File: config.mk
export PLATFORM = sky130hd
export DESIGN_NAME = mshr_alloc
export DESIGN_NICKNAME = d
export VERILOG_FILES = /design/src/design/mshr_pkg.sv /design/src/design/mshr_alloc.sv
export VERILOG_INCLUDE_DIRS = /design/src /design/src/design
export SDC_FILE = /design/constraint.sdc
export NUM_CORES = 1
export LEC_CHECK = 0
export BUFFER_PORTS_ARGS = -buffer_cell sky130_fd_sc_hd__buf_2
export CAP_MARGIN = 10
export CORE_AREA = 2 2 39 41
export DETAILED_ROUTE_END_ITERATION = 16
export DIE_AREA = 0 0 41 43
export MAX_ROUTING_LAYER = met4
export PLACE_DENSITY_LB_ADDON = 0.1
export SLEW_MARGIN = 25
export SYNTH_ARGS = -nofsm -noshare
export SYNTH_HDL_FRONTEND = slang
export SYNTH_SLANG_ARGS = --single-unit
File: constraint.sdc
create_clock -name clk -period 2 [get_ports clk]
set_input_delay 0.1 -clock clk [delete_from_list [all_inputs] [get_ports clk]]
set_output_delay 0.1 -clock clk [all_outputs]
set_load 0.02 [all_outputs]
File: src/design/mshr_macros.svh
`ifndef MSHR_MACROS_SVH
`define MSHR_MACROS_SVH

// ----------------------------------------------------------------------
// table geometry
// ----------------------------------------------------------------------
`define MSHR_ENTRY_NUM  8
`define MSHR_IDX_W      3

// ----------------------------------------------------------------------
// payload widths
// ----------------------------------------------------------------------
`define LINE_ADDR_W     26
`define TXNID_W         8

// data RAM command opcodes
`define RAM_OP_FILL     1'b0    // linefill write
`define RAM_OP_READ     1'b1    // read back for requester

`endif

File: src/design/mshr_pkg.sv
`default_nettype none

`include "mshr_macros.svh"

package mshr_pkg;

    typedef logic [`MSHR_IDX_W-1:0]     mshr_idx_t;
    typedef logic [`LINE_ADDR_W-1:0]    line_addr_t;
    typedef logic [`TXNID_W-1:0]        txnid_t;
    typedef logic [0:0]                 ram_op_t;
    typedef logic [`MSHR_ENTRY_NUM-1:0] entry_vec_t;     // one bit per entry

    // life of one miss entry
    typedef enum logic [2:0] {
        ENTRY_IDLE      = 3'd0,
        ENTRY_RESERVED  = 3'd1,     // granted, waiting for update
        ENTRY_MISS_REQ  = 3'd2,
        ENTRY_WAIT_DATA = 3'd3,
        ENTRY_FILL_REQ  = 3'd4,
        ENTRY_WAIT_FILL = 3'd5,
        ENTRY_READ_REQ  = 3'd6,
        ENTRY_WAIT_READ = 3'd7
    } entry_state_t;

endpackage

`default_nettype wire

File: src/design/mshr_alloc.sv
`timescale 1ns/10ps
`default_nettype none

`include "mshr_macros.svh"

module mshr_alloc
    import mshr_pkg::*;
(
    input  logic        clk,
    input  logic        rst_n,
    input  entry_vec_t  v_entry_idle,
    input  logic        alloc_rdy,
    output logic        alloc_vld,
    output mshr_idx_t   alloc_idx,
    output entry_vec_t  alloc_grant,
    output logic        mshr_stall
);

    entry_vec_t v_avail;
    logic       free_vld;
    mshr_idx_t  free_idx;

    // entry granted this cycle still looks idle until the next edge
    assign v_avail = v_entry_idle & ~alloc_grant;

    always_comb begin
        free_vld = |v_avail;
        free_idx = '0;
        for (int i = `MSHR_ENTRY_NUM-1; i >= 0; i--) begin
            if (v_avail[i])
                free_idx = mshr_idx_t'(i);     // lowest wins
        end
    end

    always_ff @(posedge clk or negedge rst_n) begin
        if (!rst_n) begin
            alloc_vld <= 1'b0;
            alloc_idx <= '0;
        end else if (!alloc_vld || alloc_rdy) begin  // offer holds under back-pressure
            alloc_vld <= free_vld;
            alloc_idx <= free_idx;
        end
    end

    assign alloc_grant = (alloc_vld && alloc_rdy) ? (entry_vec_t'(1) << alloc_idx) : '0;

    assign mshr_stall  = ~|v_entry_idle;

endmodule

`default_nettype wire

After elaboration in Yosys (flattened, before gate mapping)
Cells that the tools add are included.
W data, S select, Z words.
Word-level totals
  output and inout port bits: 13
  memories: 0
  bits in registers: 4
  latch bits: 0
  input port bits: 11
  RAM bits: 0
  memory bits (read-only): 0
Cells by class
  $lt $le $gt $ge: 0
  equality and inequality tests: 0
  divide/modulo/power cells: 0
  shift-type cells: 1
  add/subtract/negate cells: 0
  bitwise logic cells: 2
  multiply operators: 0
  reductions and logical operators: 6
  mux-type cells: 9
Operators with widths (count)
  $mux W3: 8
  $reduce_or A8 Y1: 2
  $and A8 B8 Y8: 1
  $mux W8: 1
  $not A8 Y8: 1
  $shl A1 B3 Y8 const A: 1
  $logic_not A1 Y1: 2
  $logic_and A1 B1 Y1: 1
  $logic_or A1 B1 Y1: 1

Depth between registers and ports, before layout
  depth in word-level cells: 12
  depth in mapped cells: 5
  depth with buffers taken out: 5

Worst setup path before layout
OpenSTA, ideal clock, no wires.
  path type: register to register
  start point: register alloc_idx[0]
  end point: register alloc_vld
  path slack: 0.203 ns
  arrival: 1.666 ns
  stages on the path, launching flop included: 5
  data required time: 1.869 ns
  library setup time: 0.131 ns
  path through: dfrtp_1 -> or4b_4 -> a21oi_2 -> nand2_2 -> or3_1
On the way
  longest elaborated chain between the ends: 5
Ends and longest elaborated chain
  start: declaration: RTL line mshr_alloc.sv:14  | output mshr_idx_t alloc_idx,
  start signal: assignment: RTL line mshr_alloc.sv:41  | alloc_idx <= free_idx;
  $shl A1 B3 Y8: RTL line mshr_alloc.sv:45  | assign alloc_grant = (alloc_vld && alloc_rdy) ? (entry_vec_t'(1) << alloc_idx) : '0;
  $mux W8: RTL line mshr_alloc.sv:45
  $not A8 Y8: RTL line mshr_alloc.sv:24  | assign v_avail = v_entry_idle & ~alloc_grant;
  $and A8 B8 Y8: RTL line mshr_alloc.sv:24
  $reduce_or A8 Y1: RTL line mshr_alloc.sv:27  | free_vld = |v_avail;
  end signal: assignment: RTL line mshr_alloc.sv:40  | alloc_vld <= free_vld;
  end: declaration: RTL line mshr_alloc.sv:13  | output logic alloc_vld,
Every way passes these cells.
A chain may end at the register's enable or synchronous reset.

Worst setup path in the final report
Same ends and word-level chain as after synthesis.

==> flow_summary_export.csv <==
group,metric,value,unit
logic_synthesis,ys_ff_latch,4,
timing,worst_slack,0.204,ns
timing,whs,0.223,ns
cells_and_area,final_layout_size_suffix_gt1_share,42.1,%
logic_synthesis,synth_nets,59,
timing,finClkSkew,0.00398,ns
placement,gp_congestion,0.717,
clock_tree,clock_latency,0.23,ns
timing,timing.fmax,557,MHz
status,outcome,"completed",
clock_tree,cts_tree,"done",
die,core_area,1380,um^2
route,postRouteAntennaNets,0,
route,wire_per_inst,11.5,um
logic_synthesis,ys.warnings.count,0,
global_route,grt_pass1_wl,1670,um
setup_path,cp.arrival,1.90,ns
placement,dp_slack,0.198,ns
placement,placed_cell_area,489,um^2
route,dr.pass1.iters,4,
logic_synthesis,synth_area,347,um^2
global_route,grt_max_degree,10,
logic_synthesis,syn_inst,48,
clock_tree,cts_buffer_depth,2,
timing,setup_violations,0,
placement,portBuffers,23,
job,drv_cap,0,
logic_synthesis,synth_area_leaders,"dfrtp_1 29%, o21ai_0 12%, nor2_1 9.7%",
cells_and_area,fillers,156,
cells_and_area,final_area,522,um^2
die,rows,14,
cells_and_area,final_util,37.7,%
power_and_ir_drop,p_per_area,661,nW/um^2
timing,rsz0062_at_grt,"no",
timing,tns,0,ns
timing,fin_crit,1.80,ns
global_route,antenna_found_initial,0,
route,drtIter0Drc,7,
setup_path,crit_slowest_cell,"or4b_4",
clock_tree,cts_resized,0,
min_path,hold_class,"in2reg",
setup_path,critPathKind,"reg2reg",
cells_and_area,syn2layout_area_growth,50.5,%
global_route,grt_overflow_total,0,
global_route,grt_usage,14.4,%
power_and_ir_drop,power,345,uW
setup_path,crit_fanout,9,
logic_synthesis,synth_cell_types,21,
clock_tree,postCtsSetupRepairBufs,0,
setup_path,path_cells,"or4b_4 -> a21oi_2 -> nand2_2 -> or3_1",
timing,relSlewSlack,78.1,%
clock_tree,root_buffer,"clkbuf_4",
clock_tree,clk_pin_slew,0.04,ns
die,die_area,1760,um^2
route,drcViolationCount,0,
route,viasPerCell,4.84,
route,wl,1060,um
timing,tightest_slew,0.325,ns
clock_tree,clock_sinks,4,
placement,placed_cells,88,
global_route,grt_pass1_vias,390,
die,die_h,43,um
setup_path,end_kind,"flip-flop",
setup_path,cp_slowest_stage_delay,0.56,ns
die,die_x,41,um
timing,slew_violations,0,
cells_and_area,layout_commonest_cell,"buf_2",
power_and_ir_drop,p_leak,0.252,nW
logic_synthesis,yosys.area.top_type_share,28.9,%
cells_and_area,antennaDiodeCount,0,
power_and_ir_drop,ir_drop,0.367,mV
logic_synthesis,synth_top_area_cell,"dfrtp_1",
setup_path,worstPathRequired,2.10,ns
timing,final_hold_viol_count,0,
placement,hpwl,864,um
logic_synthesis,ys_seq_area_share,28.9,%
die,initial_core_util,25.0,%
timing,finalCritPeriodShare,89.8,%
cells_and_area,final_cell_mix,"23 x buf_2, 9 x nor2_1, 8 x o21ai_0",
clock_tree,htree_levels,1,
route,vias,445,
logic_synthesis,syn_avg_cell_area,7.22,um^2
clock_tree,cts_made_buffers,3,
cells_and_area,nNetsFinal,89,
cells_and_area,post_layout_nonfiller_instances,92,
die,ios,24,
setup_path,cp-start-kind,"flip-flop",
clock_tree,cts_hold_buffers,1,
cell usage after synthesis:
cell / instances
nand2_2: 1
or2b_1: 1
or4_1: 2
o31a_2: 1
inv_1: 1
a31o_2: 1
o21ai_0: 8
o21a_1: 2
a22o_1: 1
nor3_1: 2
or4b_4: 1
a21oi_1: 2
nor2_1: 9
nor2b_1: 1
nand2_1: 5
nand3b_1: 1
dfrtp_1: 4
or3_1: 1
nand3_1: 2
nand2b_1: 1
a21oi_2: 1
layer usage:
layer	vias to the layer above	GRT usage (%)	part of all wire (%)
met2	14	22.8	50
met5	-	-	0
li1	234	-	-
met1	197	15.9	44
met4	0	6.00	0
met3	0	4.71	6.0
final cells by class:
| class | instances | area, um^2 | share of cell area (%) |
|---|---|---|---|
| flip-flops and latches | 4 | 100 | 19.2 |
| well taps | 16 | 20.0 | 3.84 |
| repair buffers | 25 | 133 | 25.4 |
| multi-input cells | 43 | 243 | 46.5 |
| clock buffers | 3 | 22.5 | 4.32 |
| inverters | 1 | 3.75 | 0.719 |
worst max-delay path, delay by kind of cell (launching register included):
family | cells | cell delay (ns)
AO/OA/AOI/OAI | 1 | 0.20
flip-flops | 1 | 0.45
AND/OR/NAND/NOR | 3 | 1.01
cell families after synthesis:
kind of cell / share of synthesized area (%)
flip-flops: 28.9
AND/OR/NAND/NOR: 40.8
AO/OA/AOI/OAI: 29.2
buffers and inverters: 1.08
flip-flops by register name (all words and copies together) (netlist names):
signal	flops
alloc_idx	3
alloc_vld	1
worst paths after layout:
kind / from / to / slack [ns] / cells after the start
min in group asynchronous: rst_n / alloc_idx[1] / 0.23 / 2
setup reg to reg: alloc_idx[0] / alloc_vld / 0.20 / 4
hold / removal: v_entry_idle[0] / alloc_idx[1] / 0.22 / 4
max in group asynchronous: rst_n / alloc_vld / 1.65 / 2
setup / recovery: alloc_idx[0] / alloc_vld / 0.20 / 4
hold reg to reg: alloc_idx[2] / alloc_idx[2] / 0.61 / 1
report_power, final:
group | switching [mW] | internal (mW)
clock | 0.0304 | 0.0669
combinational | 0.0801 | 0.0564
sequential | 0.0200 | 0.0908
total | 0.131 | 0.214
Power figures use the tool's default switching activity.
