$ cat src/design/mshr_macros.svh
`ifndef MSHR_MACROS_SVH
`define MSHR_MACROS_SVH

// ----------------------------------------------------------------------
// table geometry
// ----------------------------------------------------------------------
`define MSHR_ENTRY_NUM  8
`define MSHR_IDX_W      3

// ----------------------------------------------------------------------
// payload widths
// ----------------------------------------------------------------------
`define LINE_ADDR_W     26
`define TXNID_W         8

// data RAM command opcodes
`define RAM_OP_FILL     1'b0    // linefill write
`define RAM_OP_READ     1'b1    // read back for requester

`endif

$ cat src/design/mshr_pkg.sv
`default_nettype none

`include "mshr_macros.svh"

package mshr_pkg;

    typedef logic [`MSHR_IDX_W-1:0]     mshr_idx_t;
    typedef logic [`LINE_ADDR_W-1:0]    line_addr_t;
    typedef logic [`TXNID_W-1:0]        txnid_t;
    typedef logic [0:0]                 ram_op_t;
    typedef logic [`MSHR_ENTRY_NUM-1:0] entry_vec_t;     // one bit per entry

    // life of one miss entry
    typedef enum logic [2:0] {
        ENTRY_IDLE      = 3'd0,
        ENTRY_RESERVED  = 3'd1,     // granted, waiting for update
        ENTRY_MISS_REQ  = 3'd2,
        ENTRY_WAIT_DATA = 3'd3,
        ENTRY_FILL_REQ  = 3'd4,
        ENTRY_WAIT_FILL = 3'd5,
        ENTRY_READ_REQ  = 3'd6,
        ENTRY_WAIT_READ = 3'd7
    } entry_state_t;

endpackage

`default_nettype wire

$ cat src/design/mshr_entry.sv
`timescale 1ns/10ps
`default_nettype none

module mshr_entry
    import mshr_pkg::*;
#(
    parameter mshr_idx_t ENTRY_ID = '0
) (
    input  logic        clk,
    input  logic        rst_n,
    input  logic        alloc_grant,

    input  logic        mshr_update_en,
    input  mshr_idx_t   mshr_update_idx,
    input  line_addr_t  mshr_update_addr,
    input  txnid_t      mshr_update_txnid,

    output logic        ds_req_vld,
    input  logic        ds_req_rdy,

    output logic        fill_vld,
    input  logic        fill_rdy,
    output logic        read_vld,
    input  logic        read_rdy,

    input  logic        linefill_data_done,
    input  mshr_idx_t   linefill_data_done_idx,
    input  logic        linefill_done,
    input  mshr_idx_t   linefill_done_idx,
    input  logic        rd_done,
    input  mshr_idx_t   rd_done_idx,

    output line_addr_t  entry_addr,
    output txnid_t      entry_txnid,
    output logic        entry_idle,
    output logic        release_en
);

    entry_state_t state;
    entry_state_t state_nxt;
    logic         update_hit;
    logic         lf_data_hit;
    logic         lf_done_hit;
    logic         rd_done_hit;

    // done strobes are broadcast with an index
    assign update_hit  = mshr_update_en && (mshr_update_idx == ENTRY_ID)
                         && (state == ENTRY_RESERVED);
    assign lf_data_hit = linefill_data_done && (linefill_data_done_idx == ENTRY_ID);
    assign lf_done_hit = linefill_done && (linefill_done_idx == ENTRY_ID);
    assign rd_done_hit = rd_done && (rd_done_idx == ENTRY_ID);

    always_ff @(posedge clk) begin
        if (update_hit) begin
            entry_addr  <= mshr_update_addr;
            entry_txnid <= mshr_update_txnid;
        end
    end

    // ----------------------------------------------------------------------
    // life-cycle FSM
    // ----------------------------------------------------------------------
    always_comb begin
        state_nxt = state;
        case (state)
            ENTRY_IDLE:
                if (alloc_grant)
                    state_nxt = ENTRY_RESERVED;
            ENTRY_RESERVED:
                if (update_hit)
                    state_nxt = ENTRY_MISS_REQ;
            ENTRY_MISS_REQ:
                if (ds_req_rdy)
                    state_nxt = ENTRY_WAIT_DATA;
            ENTRY_WAIT_DATA:
                if (lf_data_hit)
                    state_nxt = ENTRY_FILL_REQ;
            ENTRY_FILL_REQ:
                if (fill_rdy)
                    state_nxt = ENTRY_WAIT_FILL;
            ENTRY_WAIT_FILL:
                if (lf_done_hit)
                    state_nxt = ENTRY_READ_REQ;
            ENTRY_READ_REQ:
                if (read_rdy)
                    state_nxt = ENTRY_WAIT_READ;
            ENTRY_WAIT_READ:
                if (rd_done_hit)
                    state_nxt = ENTRY_IDLE;
            default:
                state_nxt = ENTRY_IDLE;
        endcase
    end

    always_ff @(posedge clk or negedge rst_n) begin
        if (!rst_n) begin
            state      <= ENTRY_IDLE;
            release_en <= 1'b0;
        end else begin
            state      <= state_nxt;
            release_en <= (state == ENTRY_WAIT_READ) && rd_done_hit;   // one-cycle pulse
        end
    end

    assign entry_idle = (state == ENTRY_IDLE);
    assign ds_req_vld = (state == ENTRY_MISS_REQ);
    assign fill_vld   = (state == ENTRY_FILL_REQ);
    assign read_vld   = (state == ENTRY_READ_REQ);

endmodule

`default_nettype wire

$ cat config.mk
export PLATFORM = sky130hd
export DESIGN_NAME = mshr_entry
export DESIGN_NICKNAME = d
export VERILOG_FILES = /design/src/design/mshr_pkg.sv /design/src/design/mshr_entry.sv
export VERILOG_INCLUDE_DIRS = /design/src /design/src/design
export SDC_FILE = /design/constraint.sdc
export NUM_CORES = 1
export LEC_CHECK = 0
export ABC_AREA = 1
export BUFFER_PORTS_ARGS = -buffer_cell sky130_fd_sc_hd__buf_4
export CAP_MARGIN = 25
export CORE_MARGIN = 4
export CORE_UTILIZATION = 30
export DETAILED_ROUTE_END_ITERATION = 12
export GPL_TIMING_DRIVEN = 1
export HOLD_SLACK_MARGIN = 0.15
export PLACE_DENSITY = 0.64
export SYNTH_ARGS = -nofsm -noshare
export SYNTH_HDL_FRONTEND = slang
export SYNTH_SLANG_ARGS = --single-unit
$ cat constraint.sdc
create_clock -name clk -period 4.9 [get_ports clk]
set_input_delay 0.98 -clock clk [delete_from_list [all_inputs] [get_ports clk]]
set_output_delay 0.98 -clock clk [all_outputs]
set_load 0.05 [all_outputs]
Word level (Yosys, flattened, before mapping)
Cells that the tools add are included.

Mux-type cells: 9. Equal/unequal tests: 15. Reduce and logical (&&, ||, !) cells: 12.

Operators with widths (number): $mux 3 (8); $pmux 3 s8 (1); $logic_not 3->1 (5); $eq 3x3->1 const B (4); $ne 2x2->1 const B (5); $reduce_and 8->1 (1); $eq 3x2->1 const B (2); $logic_and 1x1->1 (6); $ne 2x1->1 const B (3); $eq 3x1->1 const B (1).

Word-level logic and storage cells: 40. Register bits: 38. Output and inout bits: 39. Input port bits: 56.

Depth between registers and ports, before layout
Depth after elaboration: 5. Mapped depth: 9. Depth with buffers taken out: 9.

Worst setup path before layout
OpenSTA, ideal clock, no wires.

Kind: input to register. Start point: in mshr_update_en. End point: reg entry_addr[0] (enable). Data required time: 4.432 ns. Path slack: 0.955 ns. Buffers on the path: 0. Library setup time: 0.468 ns. Stages on the path: 4. Data arrival time: 3.477 ns. Path through: inv_1 > nor2_1 > nand2_1 > nor3_1.

Longest elaborated chain between the ends: 2.

Ends and longest elaborated chain: from (decl) (line mshr_entry.sv:13) `input logic mshr_update_en,`; $logic_and 1x1->1 (line mshr_entry.sv:47) `assign update_hit = mshr_update_en && (mshr_update_idx == ENTRY_ID)`; $logic_and 1x1->1 (line mshr_entry.sv:48) `&& (state == ENTRY_RESERVED);`; named net update_hit (line mshr_entry.sv:41) `logic update_hit;`; to (signal assigned) (line mshr_entry.sv:55) `entry_addr <= mshr_update_addr;`; to (decl) (line mshr_entry.sv:33) `output line_addr_t entry_addr,`.

The timed path passes the listed nets, and every way through them passes these cells. A chain may end at the register's enable or synchronous reset.

Final worst setup path
Start point: reg state[0]. End point: out entry_idle.

Longest elaborated chain between the ends: 1.

Ends and longest elaborated chain: from (decl) (line mshr_entry.sv:39) `entry_state_t state;`; from (signal assigned) (line mshr_entry.sv:100) `state <= state_nxt;`; $logic_not 3->1 (line mshr_entry.sv:105) `assign entry_idle = (state == ENTRY_IDLE);`; to (decl) (line mshr_entry.sv:35) `output logic entry_idle,`.

Every way passes these cells.

==> metrics.txt <==
# TYPE chip_impl_metric gauge
chip_impl_metric{name="core_area",unit="um2"} 4440
chip_impl_metric{name="rr_worst_depth",unit=""} 4
chip_impl_metric{name="vdd_ir_drop_max",unit="mV"} 0.260
chip_impl_metric{name="numPortBuffers",unit=""} 94
chip_impl_metric{name="register_clock_pin_slew_on_the_reported_worst_setup_and_hold_paths",unit="ps"} 70
chip_impl_metric{name="drc",unit=""} 0
chip_impl_metric{name="design_power_total",unit="mW"} 0.863
chip_impl_metric{name="initial_core_util",unit="%"} 31.7
chip_impl_metric{name="fin_worst_skew",unit="ps"} 2.16
chip_impl_metric{name="multiInputGateArea",unit="um2"} 241
chip_impl_metric{name="timing.final.hold_violations",unit=""} 0
chip_impl_metric{name="p_int",unit="mW"} 0.573
chip_impl_metric{name="initial_antenna_violation_count",unit=""} 0
chip_impl_metric{name="cp_data_required_time",unit="ps"} 3920
chip_impl_metric{name="gpl.final_weighted_congestion",unit=""} 0.809
chip_impl_metric{name="arrival",unit="ps"} 1300
chip_impl_metric{name="postCtsResizedCells",unit=""} 0
chip_impl_metric{name="max_cap_viol_count",unit=""} 0
chip_impl_metric{name="pin_count",unit=""} 95
chip_impl_metric{name="antenna_cells_inserted",unit=""} 0
chip_impl_metric{name="max_slew.worst_pin.slew",unit="ps"} 422
chip_impl_metric{name="ff_latch_area",unit="um2"} 1120
chip_impl_metric{name="cts_buffers",unit=""} 5
chip_impl_metric{name="grt_pass1_wl",unit="um"} 5130
chip_impl_metric{name="crit_fanout",unit=""} 5
chip_impl_metric{name="clock_tree.buffer_depth",unit=""} 2
chip_impl_metric{name="syn-instance-count",unit=""} 103
chip_impl_metric{name="timing.max_slew.rel_slack",unit="%"} 71.9
chip_impl_metric{name="number_of_global_route_vias_before_repair",unit=""} 1090
chip_impl_metric{name="drt_first_pass_iters",unit=""} 4
chip_impl_info{name="rsz_0062_raised_after_global_routing",value="no"} 1
chip_impl_metric{name="seq_area_frac_synth",unit="%"} 79.6
chip_impl_metric{name="layout_overhead_on_the_synthesized_area",unit="%"} 60.6
chip_impl_metric{name="pin_count_of_the_biggest_net_entering_global_routing",unit=""} 35
chip_impl_metric{name="power_switching",unit="mW"} 0.290
chip_impl_metric{name="yosys_reg_bits",unit=""} 38
chip_impl_metric{name="dpl.hpwl",unit="um"} 2600
chip_impl_metric{name="dr.first_iter.drc_count",unit=""} 20
chip_impl_metric{name="share_seq_of_total_power",unit="%"} 46.5
chip_impl_metric{name="route.antenna.remaining_nets",unit=""} 0
chip_impl_metric{name="worstSkewPairLatency",unit="ps"} 280
chip_impl_metric{name="die_outline_area",unit="um2"} 5860
chip_impl_metric{name="synth_fp_nets",unit=""} 159
chip_impl_metric{name="clock.fmax",unit="GHz"} 0.438
chip_impl_metric{name="netlist_area",unit="um2"} 1410
chip_impl_metric{name="htree_levels",unit=""} 2
chip_impl_info{name="critPathKind",value="register to primary output"} 1
chip_impl_metric{name="share_clk_of_total_power",unit="%"} 22.5
chip_impl_metric{name="grt_remaining_overflow",unit=""} 0
chip_impl_info{name="hold_path_class",value="input port to asynchronous set/reset pin"} 1
chip_impl_metric{name="yosysWarningCount",unit=""} 0
chip_impl_metric{name="row_count",unit=""} 24
chip_impl_metric{name="min_period",unit="ps"} 2280
chip_impl_info{name="clock_tree.root_cell",value="sky130_fd_sc_hd__clkbuf_8"} 1
chip_impl_metric{name="vias",unit=""} 1112
chip_impl_metric{name="min_period_over_period",unit="%"} 46.6
chip_impl_metric{name="post-cts-setup-buffers",unit=""} 0
chip_impl_info{name="r2r_start",value="state[1]"} 1
chip_impl_metric{name="dieWidth",unit="um"} 76.5
chip_impl_metric{name="yosysUniqueCellTypes",unit=""} 14
chip_impl_metric{name="drt_wl_total",unit="um"} 3260
chip_impl_metric{name="power.density_cell_area",unit="nW/um2"} 382
chip_impl_metric{name="fillerInstances",unit=""} 422
chip_impl_metric{name="global_route.usage.total",unit="%"} 11.3
chip_impl_metric{name="viasPerCell",unit=""} 4.33
chip_impl_metric{name="drt-wirelength-per-cell",unit="um"} 12.7
chip_impl_metric{name="hold_bufs_at_cts",unit=""} 0
chip_impl_metric{name="switching_share",unit="%"} 33.6
chip_impl_metric{name="mean_instance_size_in_the_synthesized_netlist",unit="um2"} 13.7
chip_impl_metric{name="p_leak",unit="nW"} 1.04
chip_impl_metric{name="nets",unit=""} 260
chip_impl_metric{name="setup_viols_final",unit=""} 0
chip_impl_info{name="worst_r2r_endpoint",value="entry_addr[21]"} 1
chip_impl_metric{name="combPwrFrac",unit="%"} 30.9
chip_impl_metric{name="slew_violations",unit=""} 0
chip_impl_metric{name="cts.sink_count",unit=""} 38
chip_impl_info{name="tritoncts",value="yes"} 1
chip_impl_metric{name="die_height",unit="um"} 76.5
chip_impl_metric{name="drive_above_1_share",unit="%"} 52.2
chip_impl_info{name="critPathLaunchType",value="register"} 1
chip_impl_info{name="status",value="completed"} 1
chip_impl_metric{name="fin_tns_setup",unit="ps"} 0
chip_impl_info{name="worstSetupEndpointType",value="primary output"} 1
chip_impl_metric{name="internal_reg_to_reg_setup_slack",unit="ps"} 3370
-- routing by layer --
metal / wire, um / vias up / GRT usage [%]
met1: 1270 / 491 / 12.2
met5: 0 / - / 0
met3: 472 / 2 / 6.74
li1: - / 544 / -
met4: 34 / 0 / 5.43
met2: 1480 / 75 / 17.7
-- placed cells by master, fill, tap and decap left out, drive strengths merged --
| cell | n |
|---|---|
| xor2 | 1 |
| nor2 | 21 |
| a21boi | 1 |
| inv | 10 |
| nand2 | 23 |
| edfxtp | 34 |
| buf | 95 |
| clkinv | 2 |
| nand3 | 3 |
| nor3 | 2 |
| nand3b | 3 |
| dfrtp | 4 |
| clkbuf | 6 |
-- through the flow --
step / utilization [%] / cells / instance area (um2) / setup WS, ps / hold WS [ps]
2_1_floorplan: - / 103 / 1410 / 955 / 502
3_3_place_gp: 49.1 / 249 / 2180 / 2780 / 534
3_5_place_dp: 49.1 / 249 / 2180 / 2740 / 535
4_1_cts: 50.9 / 257 / 2260 / 2600 / 469
5_1_grt: 50.9 / 257 / 2260 / 2460 / 467
6_report: 50.9 / 257 / 2260 / 2620 / 484
-- power by group through the flow --
| stage | Combinational (mW) | Clock, mW | Sequential, mW |
|---|---|---|---|
| 2_1_floorplan | 0.177 | 0 | 0.418 |
| 3_3_place_gp | 0.269 | 0 | 0.408 |
| 3_5_place_dp | 0.271 | 0 | 0.407 |
| 4_1_cts | 0.270 | 0.206 | 0.401 |
| 5_1_grt | 0.300 | 0.219 | 0.403 |
| 6_report | 0.267 | 0.195 | 0.402 |
-- final cells by class --
class | instances | area share (%)
clock buffer | 6 | 3.21
clock inverter | 2 | 0.387
multi-input combinational | 54 | 10.7
inverter | 10 | 1.77
timing repair buffer | 95 | 31.5
tap | 52 | 2.88
sequential | 38 | 49.6
-- worst max-delay path by stage --
stage	startpoint	to	slack (ps)	cells past startpoint
2_1_floorplan	mshr_update_en	entry_addr[0]	960	4
3_3_place_gp	mshr_update_idx[1]	entry_addr[21]	2780	5
3_5_place_dp	mshr_update_idx[1]	entry_addr[12]	2740	5
4_1_cts	state[0]	entry_idle	2600	4
5_1_grt	state[0]	fill_vld	2460	4
6_report	state[0]	entry_idle	2620	4
-- cell usage after synthesis --
cell | n | share of area, %
sky130_fd_sc_hd__nand2_1 | 23 | 6.1
sky130_fd_sc_hd__nor2_1 | 18 | 4.8
sky130_fd_sc_hd__nand3b_1 | 3 | 1.6
sky130_fd_sc_hd__edfxtp_1 | 34 | 72
sky130_fd_sc_hd__buf_6 | 1 | 0.80
sky130_fd_sc_hd__inv_1 | 8 | 2.1
sky130_fd_sc_hd__dfrtp_1 | 4 | 7.1
sky130_fd_sc_hd__nand3_1 | 3 | 1.1
sky130_fd_sc_hd__inv_4 | 1 | 0.44
sky130_fd_sc_hd__nor3_1 | 2 | 0.71
sky130_fd_sc_hd__a21boi_1 | 1 | 0.53
sky130_fd_sc_hd__nor2_2 | 3 | 1.3
sky130_fd_sc_hd__xor2_1 | 1 | 0.62
sky130_fd_sc_hd__inv_2 | 1 | 0.27
-- flip-flops by register name, summed over array words and instances, names as in the netlist --
| name | cells |
|---|---|
| release_en | 1 |
| entry_addr | 26 |
| entry_txnid | 8 |
| state | 3 |
-- kinds of logic after synthesis --
family	synth area share [%]
and+or+nand+nor	15.6
buffers and inverters	3.64
xor gates and xnor gates	0.622
DFF	79.6
AOI/OAI and AO/OA	0.533
-- critical path: stages (launching register included) --
cell and delay (ps):
sky130_fd_sc_hd__dfrtp_1 430, sky130_fd_sc_hd__nor2_1 210, sky130_fd_sc_hd__inv_1 80, sky130_fd_sc_hd__nor2_1 90, sky130_fd_sc_hd__buf_4 210
Power figures use the tool's default switching activity.
